[src/source/cnn_pkg.sv]
// Shared constants, FSM state type and bus structs for the convolution engine, imported by every RTL module
package cnn_pkg;

  // ====================
  // Sizes
  // ====================
  localparam int ADDR_W         = 19;  // Byte address width
  localparam int DP_DEPTH       = 4;   // Dot product lanes and kernel edge
  localparam int MAX_DIM        = 32;  // Largest picture rows or columns
  localparam int DIM_W          = 6;   // Picture dimension field
  localparam int WORD_W         = 32;  // Memory data width
  localparam int BYTES_PER_WORD = 4;   // Result bytes per write word
  localparam int ACC_W          = 32;  // Accumulator width
  localparam int ACT_MAX        = 255; // Activation ceiling

  // ====================
  // Controller states
  // ====================
  typedef enum logic [2:0] {
    IDLE      = 3'd0,
    LOAD_WGT  = 3'd1,  // Four weight lines
    LOAD_BIAS = 3'd2,
    READ_LINE = 3'd3,  // One window line from the picture
    MAC       = 3'd4,
    WAIT_WR   = 3'd5,  // Writer still owns a word
    DONE      = 3'd6
  } cnn_state_e;

  // ====================
  // Buses
  // ====================
  typedef struct packed {
    logic [ADDR_W-1:0] addr_x;     // Picture
    logic [ADDR_W-1:0] addr_y;     // Weights
    logic [ADDR_W-1:0] addr_bias;
    logic [ADDR_W-1:0] addr_z;     // Result
    logic [DIM_W-1:0]  x_rows;
    logic [DIM_W-1:0]  x_cols;
  } cnn_cfg_t;

  typedef struct packed {
    logic              req;
    logic [ADDR_W-1:0] addr;
  } rd_port_t;

  typedef struct packed {
    logic              req;
    logic [ADDR_W-1:0] addr;
    logic [WORD_W-1:0] data;
  } wr_port_t;

  // One window sum from the MAC unit to the writer
  typedef struct packed {
    logic                    valid;
    logic                    last;   // Final window of the job
    logic signed [ACC_W-1:0] sum;
  } pix_t;

endpackage

[src/source/cnn_ctrl.sv]
// Job controller of the convolution engine, sequencing weight, bias and window line reads
`timescale 1ns/1ps

module cnn_ctrl
  import cnn_pkg::*;
(
  input  logic              clk,
  input  logic              rst_n,
  input  cnn_cfg_t          cfg,
  input  logic              go,
  output logic              done,
  output logic              busy,
  output rd_port_t          rd,
  input  logic              rd_ack,
  input  logic [WORD_W-1:0] rd_data,
  input  logic              wr_busy,
  output logic [WORD_W-1:0] line_data,
  output logic [1:0]        line_idx,
  output logic              line_strobe,
  output logic              wgt_strobe,
  output logic              bias_strobe,
  output logic              last_window,
  output logic              start
);

  cnn_state_e        state;
  logic              rd_req;
  logic [ADDR_W-1:0] rd_addr;
  logic [ADDR_W-1:0] next_addr;
  logic [ADDR_W-1:0] win_addr;   // Top left byte of the current window
  logic [DIM_W-1:0]  win_col;
  logic [DIM_W-1:0]  win_row;
  logic [DIM_W-1:0]  col_last;
  logic [DIM_W-1:0]  row_last;
  logic [1:0]        line_cnt;   // Weight line or window line
  logic              cap;        // Read data captured this cycle
  logic              can_req;
  logic              line3_hold; // Last line read waits for the writer

  assign col_last    = cfg.x_cols - DIM_W'(DP_DEPTH);
  assign row_last    = cfg.x_rows - DIM_W'(DP_DEPTH);
  assign last_window = (win_col == col_last) && (win_row == row_last);

  assign cap         = rd_req && rd_ack;
  assign line_data   = rd_data;
  assign line_idx    = line_cnt;
  assign line_strobe = cap && (state == READ_LINE);
  assign wgt_strobe  = cap && (state == LOAD_WGT);
  assign bias_strobe = cap && (state == LOAD_BIAS);
  assign start       = (state == IDLE) && go;

  assign rd.req  = rd_req;
  assign rd.addr = rd_addr;

  // ====================
  // Read address
  // ====================
  always_comb
  begin
    case (state)
      LOAD_WGT:  next_addr = cfg.addr_y + ADDR_W'({line_cnt, 2'b00});
      LOAD_BIAS: next_addr = cfg.addr_bias;
      default:   next_addr = win_addr + ADDR_W'(line_cnt) * ADDR_W'(cfg.x_cols);
    endcase
  end

  assign line3_hold = (line_cnt == 2'(DP_DEPTH - 1)) && wr_busy;
  assign can_req    = !rd_req && !rd_ack &&
                      ((state == LOAD_WGT) || (state == LOAD_BIAS) ||
                       ((state == READ_LINE) && !line3_hold));

  // ====================
  // Job FSM
  // ====================
  always_ff @(posedge clk or negedge rst_n)
  begin
    if (!rst_n)
    begin
      state    <= IDLE;
      rd_req   <= 1'b0;
      rd_addr  <= '0;
      busy     <= 1'b0;
      done     <= 1'b0;
      line_cnt <= '0;
      win_col  <= '0;
      win_row  <= '0;
      win_addr <= '0;
    end
    else
    begin
      if (can_req)
      begin
        rd_req  <= 1'b1;
        rd_addr <= next_addr;
      end
      else if (cap)
        rd_req <= 1'b0;

      case (state)
        IDLE:
          if (go)
          begin
            state    <= LOAD_WGT;
            busy     <= 1'b1;
            line_cnt <= '0;
            win_col  <= '0;
            win_row  <= '0;
            win_addr <= cfg.addr_x;
          end
        LOAD_WGT:
          if (cap)
          begin
            line_cnt <= line_cnt + 2'd1;  // Wraps to line 0 for the picture
            if (line_cnt == 2'(DP_DEPTH - 1))
              state <= LOAD_BIAS;
          end
        LOAD_BIAS:
          if (cap)
            state <= READ_LINE;
        READ_LINE:
          if (cap)
            state <= MAC;
          else if (!rd_req && line3_hold)
            state <= WAIT_WR;
        MAC:
        begin
          line_cnt <= line_cnt + 2'd1;
          if (line_cnt != 2'(DP_DEPTH - 1))
            state <= READ_LINE;
          else if (last_window)
            state <= WAIT_WR;                 // Drain the final word
          else
          begin
            state <= READ_LINE;
            if (win_col == col_last)
            begin
              win_col  <= '0;
              win_row  <= win_row + DIM_W'(1);
              win_addr <= win_addr + ADDR_W'(DP_DEPTH);  // Next row, column 0
            end
            else
            begin
              win_col  <= win_col + DIM_W'(1);
              win_addr <= win_addr + ADDR_W'(1);
            end
          end
        end
        WAIT_WR:
          if (!wr_busy)
          begin
            // Line 0 here means the final window is complete
            if (line_cnt == 2'd0)
            begin
              state <= DONE;
              done  <= 1'b1;
            end
            else
              state <= READ_LINE;
          end
        DONE:
          if (!go)
          begin
            state <= IDLE;
            done  <= 1'b0;
            busy  <= 1'b0;
          end
        default:
          state <= IDLE;
      endcase
    end
  end

  // ====================
  // Checks
  // ====================
  a_rd_addr_stable: assert property (@(posedge clk) disable iff (!rst_n)
    (rd.req && !rd_ack) |=> $stable(rd.addr));

  a_dim_range: assert property (@(posedge clk) disable iff (!rst_n)
    start |-> (cfg.x_rows <= DIM_W'(MAX_DIM)) && (cfg.x_cols <= DIM_W'(MAX_DIM)) &&
              (cfg.x_rows >= DIM_W'(DP_DEPTH)) && (cfg.x_cols >= DIM_W'(DP_DEPTH)));

endmodule

[src/source/cnn_mac.sv]
// Weight store and 4-lane signed dot product, accumulating one window sum for the writer
`timescale 1ns/1ps

module cnn_mac
  import cnn_pkg::*;
(
  input  logic              clk,
  input  logic              rst_n,
  input  logic [WORD_W-1:0] line_data,
  input  logic [1:0]        line_idx,
  input  logic              line_strobe,
  input  logic              wgt_strobe,
  input  logic              bias_strobe,
  input  logic              last_window,
  output pix_t              pix
);

  logic signed [7:0]       wgt [DP_DEPTH][DP_DEPTH];  // [line][lane]
  logic signed [ACC_W-1:0] bias;
  logic signed [ACC_W-1:0] acc;
  logic signed [ACC_W-1:0] dot;
  logic                    valid_q;
  logic                    last_q;
  logic [1:0]              prev_idx;

  // ====================
  // Dot product
  // ====================
  always_comb
  begin
    dot = '0;
    for (int j = 0; j < DP_DEPTH; j++)
      dot = dot + ($signed({1'b0, line_data[8*j +: 8]}) * wgt[line_idx][j]);  // Pixel unsigned
  end

  always_ff @(posedge clk)
  begin
    if (wgt_strobe)
    begin
      for (int j = 0; j < DP_DEPTH; j++)
        wgt[line_idx][j] <= line_data[8*j +: 8];
    end
    if (bias_strobe)
      bias <= line_data;
    if (line_strobe)
      acc <= ((line_idx == 2'd0) ? bias : acc) + dot;  // Window starts from bias
  end

  // ====================
  // Result strobe
  // ====================
  always_ff @(posedge clk or negedge rst_n)
  begin
    if (!rst_n)
    begin
      valid_q  <= 1'b0;
      last_q   <= 1'b0;
      prev_idx <= 2'(DP_DEPTH - 1);
    end
    else
    begin
      valid_q <= line_strobe && (line_idx == 2'(DP_DEPTH - 1));
      last_q  <= line_strobe && (line_idx == 2'(DP_DEPTH - 1)) && last_window;
      if (line_strobe)
        prev_idx <= line_idx;
    end
  end

  assign pix.valid = valid_q;
  assign pix.last  = last_q;
  assign pix.sum   = acc;

  // Window lines arrive in order 0..3 and every window is complete
  a_line_order: assert property (@(posedge clk) disable iff (!rst_n)
    line_strobe |-> (line_idx == prev_idx + 2'd1));

endmodule

[src/source/cnn_writer.sv]
// Result writer of the convolution engine, with activation, byte packing and write handshake
`timescale 1ns/1ps

module cnn_writer
  import cnn_pkg::*;
(
  input  logic              clk,
  input  logic              rst_n,
  input  logic [ADDR_W-1:0] cfg_addr_z,
  input  logic              start,
  input  pix_t              pix,
  output wr_port_t          wr,
  input  logic              wr_ack,
  output logic              wr_busy
);

  logic [7:0]        act_byte;
  logic [WORD_W-1:0] shift_word;   // Newest byte at the top
  logic [WORD_W-1:0] shift_next;
  logic [WORD_W-1:0] word_out;
  logic [1:0]        byte_cnt;
  logic [1:0]        empty_bytes;
  logic              launch;
  logic              wr_req;
  logic              ack_wait;     // Req dropped, ack still high
  logic [ADDR_W-1:0] wr_addr;
  logic [WORD_W-1:0] wr_data;

  // ====================
  // Activation
  // ====================
  always_comb
  begin
    if ($signed(pix.sum) < 0)
      act_byte = 8'd0;
    else if ($signed(pix.sum) > $signed(ACC_W'(ACT_MAX)))
      act_byte = 8'(ACT_MAX);                          // Saturate
    else
      act_byte = pix.sum[7:0];
  end

  // ====================
  // Packing
  // ====================
  assign shift_next  = {act_byte, shift_word[WORD_W-1:8]};
  assign launch      = pix.valid && ((byte_cnt == 2'(BYTES_PER_WORD - 1)) || pix.last);
  assign empty_bytes = 2'(BYTES_PER_WORD - 1) - byte_cnt;
  assign word_out    = shift_next >> {empty_bytes, 3'b000};  // Zero fill on a short word

  always_ff @(posedge clk)
  begin
    if (pix.valid)
      shift_word <= shift_next;
    if (launch)
      wr_data <= word_out;
  end

  // ====================
  // Write handshake
  // ====================
  always_ff @(posedge clk or negedge rst_n)
  begin
    if (!rst_n)
    begin
      byte_cnt <= '0;
      wr_req   <= 1'b0;
      ack_wait <= 1'b0;
      wr_addr  <= '0;
    end
    else
    begin
      if (start)
        byte_cnt <= '0;
      else if (pix.valid)
        byte_cnt <= launch ? 2'd0 : byte_cnt + 2'd1;

      if (launch)
        wr_req <= 1'b1;
      else if (wr_req && wr_ack)
        wr_req <= 1'b0;

      if (wr_req && wr_ack)
        ack_wait <= 1'b1;
      else if (!wr_ack)
        ack_wait <= 1'b0;

      if (start)
        wr_addr <= cfg_addr_z;
      else if (wr_req && wr_ack)
        wr_addr <= wr_addr + ADDR_W'(BYTES_PER_WORD);  // Next word
    end
  end

  assign wr_busy = launch || wr_req || ack_wait;

  assign wr.req  = wr_req;
  assign wr.addr = wr_addr;
  assign wr.data = wr_data;

  // ====================
  // Checks
  // ====================
  a_wr_stable: assert property (@(posedge clk) disable iff (!rst_n)
    (wr.req && !wr_ack) |=> $stable(wr.data) && $stable(wr.addr));

  // Controller must hold the pixel while a word is still outstanding
  a_no_overrun: assert property (@(posedge clk) disable iff (!rst_n)
    launch |-> !(wr_req || ack_wait));

endmodule

[src/source/cnn_top.sv]
// Top level of the 4x4 convolution engine, connecting the controller, MAC unit and result writer
`timescale 1ns/1ps

module cnn_top
  import cnn_pkg::*;
(
  input  logic              clk,
  input  logic              rst_n,

  // Software side
  input  cnn_cfg_t          cfg,
  input  logic              go,
  output logic              done,
  output logic              busy,

  // Read port
  output rd_port_t          rd,
  input  logic              rd_ack,
  input  logic [WORD_W-1:0] rd_data,

  // Write port
  output wr_port_t          wr,
  input  logic              wr_ack
);

  // ====================
  // Internal links
  // ====================
  logic [WORD_W-1:0] line_data;
  logic [1:0]        line_idx;
  logic              line_strobe;
  logic              wgt_strobe;
  logic              bias_strobe;
  logic              last_window;
  logic              start;     // IDLE exit pulse
  logic              wr_busy;
  pix_t              pix;

  cnn_ctrl u_ctrl (
    .clk         (clk),
    .rst_n       (rst_n),
    .cfg         (cfg),
    .go          (go),
    .done        (done),
    .busy        (busy),
    .rd          (rd),
    .rd_ack      (rd_ack),
    .rd_data     (rd_data),
    .wr_busy     (wr_busy),
    .line_data   (line_data),
    .line_idx    (line_idx),
    .line_strobe (line_strobe),
    .wgt_strobe  (wgt_strobe),
    .bias_strobe (bias_strobe),
    .last_window (last_window),
    .start       (start)
  );

  cnn_mac u_mac (
    .clk         (clk),
    .rst_n       (rst_n),
    .line_data   (line_data),
    .line_idx    (line_idx),
    .line_strobe (line_strobe),
    .wgt_strobe  (wgt_strobe),
    .bias_strobe (bias_strobe),
    .last_window (last_window),
    .pix         (pix)
  );

  cnn_writer u_writer (
    .clk        (clk),
    .rst_n      (rst_n),
    .cfg_addr_z (cfg.addr_z),
    .start      (start),
    .pix        (pix),
    .wr         (wr),
    .wr_ack     (wr_ack),
    .wr_busy    (wr_busy)
  );

endmodule

[config.mk]
export PLATFORM = sky130hd
export DESIGN_NAME = cnn_top
export DESIGN_NICKNAME = d
export VERILOG_FILES = /design/src/source/cnn_pkg.sv /design/src/source/cnn_ctrl.sv /design/src/source/cnn_mac.sv /design/src/source/cnn_writer.sv /design/src/source/cnn_top.sv
export SDC_FILE = /design/constraint.sdc
export NUM_CORES = 1
export LEC_CHECK = 0
export ABC_AREA = 0
export BUFFER_PORTS_ARGS = -buffer_cell sky130_fd_sc_hd__buf_2
export CAP_MARGIN = 5
export CORE_MARGIN = 8
export CORE_UTILIZATION = 50
export CTS_CLUSTER_SIZE = 28
export DETAILED_ROUTE_END_ITERATION = 8
export PLACE_DENSITY = 0.73
export SETUP_SLACK_MARGIN = 0.02
export SYNTH_ARGS = -nofsm -noshare
export SYNTH_HDL_FRONTEND = slang
export SYNTH_SLANG_ARGS = --single-unit
export TNS_END_PERCENT = 1
[constraint.sdc]
create_clock -name clk -period 9.3 [get_ports clk]
set_input_delay 1.86 -clock clk [delete_from_list [all_inputs] [get_ports clk]]
set_output_delay 1.86 -clock clk [all_outputs]
set_load 0.005 [all_outputs]
# After elaboration in Yosys (flattened, before gate mapping)
# Memories as Yosys holds them, arrays and structs flattened.
# Cells that the tools add are included.
# word_totals
ff_bits	211
ramBits	128
in_bits	125
mem_count	1
# mem_list
name	words	width	read_ports	rd_ports_with_merged_regs	wr	line	source
u_mac.wgt	4	32	1	0	1	cnn_mac.sv:18	logic signed [7:0] wgt [DP_DEPTH][DP_DEPTH];
# classes
addsub	16
mul	5
order_cmp	2
n_eq_ne	23
n_shift	1
mux	52
n_reduce_logical	39
# ops
op	count
$add A32 B32 Y32	4
$mux W19	6
$pmux W19 S2	2
$mul A9 B8 Y17	4
$mux W6	7
$add A19 B3 Y19 const B	2
$mux W3	11
$gt A32 B9 Y1 const B	1
$lt A32 B1 Y1 const B	1
$mux W32	1
$shr A32 B5 Y32	1
$pmux W6 S2	2
$pmux W3 S7	1
$add A19 B1 Y19 const B	1
$add A19 B4 Y19	1
$add A19 B8 Y19	1
$mux W8	2
$logic_and A1 B1 Y1	15
$reduce_bool A2 Y1	7
$add A6 B1 Y6 const B	2
$eq A6 B6 Y1	2
$mux W1	12
$ne A2 B1 Y1 const B	6
$ne A2 B2 Y1 const B	6
other kinds (21)	40

# Depth between registers and ports, before layout
# logic_depth
word_depth	11
mapped_depth	39
mapped_depth_nobuf	35

# Cells and area by module
# Synthesis repeated with hierarchy kept, for this count alone.
# hier_totals
cells_unflattened	2452
area_unflattened_um2	27463.8
# by_module_without_submodules
module	n_inst	cells_per_inst	area_per_inst_um2	seq_area_each_um2
cnn_mac	1	1560	18846.8	5815.6
cnn_ctrl	1	602	4996.0	1451.4
cnn_writer	1	290	3621.0	2257.2

# Least setup slack after synthesis
# Ideal clock, no wire load.
# synth_path
path_type	input port to flip-flop
from	in rd_data[23]
to	reg u_mac.acc[28], data pin
setup_time_ps	278
arrival_ps	9061
required_ps	9022
slack_ps	-39
path_stages	30
n_path_buf	0
path_cell_list	and2_1 fa_1 inv_1 fa_1 inv_1 fa_1 inv_1 fa_1 inv_1 ha_1 or3_1 o21ai_0 a21oi_1 a41o_1 o22ai_1 xnor2_1 ha_1 inv_1 fa_1 fa_1 inv_1 ha_1 a21o_1 a21o_1 a21oi_1 o21ai_0 a221o_1 nor3_1 a211o_1 o211ai_2
# synth_between
elab_chain_len	4
# synth_lines
element	line	source
start, declared	cnn_top.sv:19	input logic [WORD_W-1:0] rd_data,
$mul A9 B8 Y17	cnn_mac.sv:33	dot = dot + ($signed({1'b0, line_data[8*j +: 8]}) * wgt[line_idx][j]);
$add A32 B32 Y32 (2 in a row)	cnn_mac.sv:33	
$add A32 B32 Y32	cnn_mac.sv:46	acc <= ((line_idx == 2'd0) ? bias : acc) + dot;
end signal, assigned	cnn_mac.sv:46	
end, declared	cnn_mac.sv:20	logic signed [ACC_W-1:0] acc;
# No other way between the ends.
# A chain may end at the register's enable or synchronous reset.

# Worst setup path in the final report
# layout_path
from	in rd_data[29]
to	reg u_mac.acc[29], data pin
# layout_between
elab_chain_len	3
# layout_lines
element	line
$mul A9 B8 Y17	cnn_mac.sv:33
$add A32 B32 Y32	cnn_mac.sv:33
$add A32 B32 Y32	cnn_mac.sv:46
# No other way between the ends.

==> qor.yml <==
status: "finished, final reports clean"
num-nets-final: 3496
hold_path.class: "reg -> reg"
hold_depth: 0
ant_nets: 0
r2r_slack_ns: 0.47
cap_violations: 0
synth_cells: 2589
slowest_stage: "fa_1"
netlist.top_cell.by_area: "edfxtp_1"
antenna_found_initial: 0
async_flop_share: 0.2508
max_freq_mhz: 111.6
numClockSinks: 331
cp_top_family: "adder cells"
critPathKind: "in -> reg"
yosysWarnings: 0
clk-insertion-delay-late_ns: 0.58
reg2reg_from: "u_ctrl.line_idx[1]"
synthTopCellsByCount: "409 x inv_1, 248 x edfxtp_1, 241 x ha_1"
synthTopCellsByArea: "edfxtp_1 27%, fa_1 17%, ha_1 11%"
relSlewSlack: 0.2268
holdPathEnd: "u_writer.shift_word[15]"
hold_start: "u_writer.shift_word[23]"
antennaDiodeCount: 0
place_ws_ns: -0.2601
cts_max_level: 2
grt_pass1_wl_mm: 108.3
cts_hold_buffers: 0
slew_viol_final: 0
cts_buffer_depth: 3
grt_usage: 0.2119
slowest_delay_ns: 0.54
cp.arrival_ns: 9.29
grt_pass1_vias: 20924
cts-buffers-inserted: 40
die_height_um: 250.6
cp_max_fo: 7
totalWireLength_mm: 66.54
viasPerCell: 5.493
grt_max_degree: 84
netlist_area_um2: 27520
path_clk_slew_ns: 0.06
num_vias: 19939
postSynthAreaPerCell_um2: 10.63
die_w_um: 250.6
drc_errors: 0
post-route-period-util: 0.9634
rsz0062_at_grt: "true"
holdWs_ns: 0.4510
cts_tree: "done"
grt_overflow: 0
postSynthRegisterBits: 331
core_um2: 54770
fp-row-count: 86
cts_root_buffer: "clkbuf_16"
ys_types: 86
hold_viol_final: 0
io_buffers: 198
syn2layout_area_growth_pct: 14.96
die_area_um2: 62810
worst_pin_slew_ns: 1.158
reg2regPathDepth: 34
r2r-end: "u_mac.acc[29]"
worstSetupStartpoint: "rd_data[29]"
wl_per_cell_um: 18.33
cp.required_ns: 9.63
period_needed_ns: 8.959
yosysMostFrequentCell: "inv_1"
ios: 199
finalSetupViolations: 0
path_buf_inv: 6
layout_setup_ws_ns: 0.3407
synthFlopType: "edfxtp_1"
start_kind: "input pin"
clock_skew_ns: 0.03041
endpoint_kind: "flop"
firstDrtPassIters: 5
synth_seq_area_share: 0.3461
hpwl_mm: 51.71
synth_top_area_share: 0.2706
gp_congestion: 0.9006
drt_iter0_drc: 1147
layout-drive-gt1-share: 0.1668
synth_edf_count: 248
start_util: 0.5025
synth_nets: 3188
cp_common_cell: "fa_1"
[registers in the layout, indices dropped and copies added (netlist names)]
register and flops:
u_ctrl.busy 1, u_ctrl.rd_addr 19, u_writer.wr_addr 19, u_writer.wr_req 1, u_ctrl.done 1, u_writer.byte_cnt 2
u_writer.shift_word 24, u_ctrl.line_idx 2, u_ctrl.win_row 6, u_ctrl.win_addr 19, u_ctrl.rd_req 1, u_mac.acc 32
u_mac.valid_q 1, u_writer.ack_wait 1, u_mac.wgt 128, u_ctrl.win_col 6, u_mac.bias 32, u_mac.last_q 1
u_writer.wr_data 32, u_ctrl.state 3
[cell type report]
class / count / area (um^2)
Inverter: 410 / 1539
Multi-Input combinational cell: 1785 / 16270
Clock inverter: 17 / 256.5
Tap cell: 704 / 880.8
Clock buffer: 54 / 1135
Fill cell: 4581 / 23130
Sequential cell: 331 / 9527
Timing Repair Buffer: 329 / 2027
[cell usage in the layout, fill, tap and decap left out, types with 16 or more instances in the layout]
cell type and n:
inv_1 409, edfxtp_1 248, ha_1 240, fa_1 233, nand2_1 228, buf_2 197
and2_1 165, nor2_1 142, buf_4 128, a21oi_1 93, xnor2_1 87, o21ai_0 85
dfrtp_1 81, xor2_1 56, clkbuf_16 41, mux4_2 30, mux2i_1 30, nor3_1 29
nand3_1 27, nand2b_1 24, a21o_1 22, mux2_2 20, o21bai_1 18, and3_1 16
[logic make-up after synthesis]
| group | synth area share |
|---|---|
| compound gates | 0.08956 |
| xor+xnor | 0.04765 |
| fa+ha+maj | 0.2791 |
| buf+inv | 0.06538 |
| flops | 0.3461 |
| mux | 0.04364 |
| simple gates | 0.1287 |
[how the worst max path moves through the flow]
stage	depth (start not counted)	slack, ns	to
floorplan	34	0.17	u_mac.acc[28]
global placement	30	-0.18	u_mac.acc[30]
detailed placement	30	-0.26	u_mac.acc[30]
CTS	30	0.33	u_mac.acc[30]
global route	36	-0.03	u_mac.acc[30]
finish	33	0.34	u_mac.acc[29]
[metal layers]
layer / wire length [um] / up-vias / track usage
met4: 1869 / 0 / 0.06734
met3: 3288 / 111 / 0.02840
met2: 33200 / 513 / 0.3688
met5: 0 / - / 0
met1: 28180 / 9996 / 0.2718
li1: - / 9319 / -
[what timing repair did]
action / CTS / global route
endpoints found under the hold margin: 0 / 0
setup endpoints to repair: 0 / 6
buffers inserted: 0 / 3
gates resized for setup: 0 / 7
[metrics by stage]
| stage | area [um^2] | setup TNS, ns | std cells | utilization |
|---|---|---|---|---|
| 2_1_floorplan | 27540 | 0 | 2589 | - |
| 3_3_place_gp | 30200 | -1.226 | 3556 | 0.5513 |
| 3_5_place_dp | 30200 | -1.655 | 3556 | 0.5513 |
| 4_1_cts | 31590 | 0 | 3627 | 0.5767 |
| 5_1_grt | 31640 | -0.02843 | 3630 | 0.5776 |
| 6_report | 31640 | 0 | 3630 | 0.5776 |
Power is not shown: default switching activity piles up to over one toggle a cycle in this logic, so the estimate is an artifact.
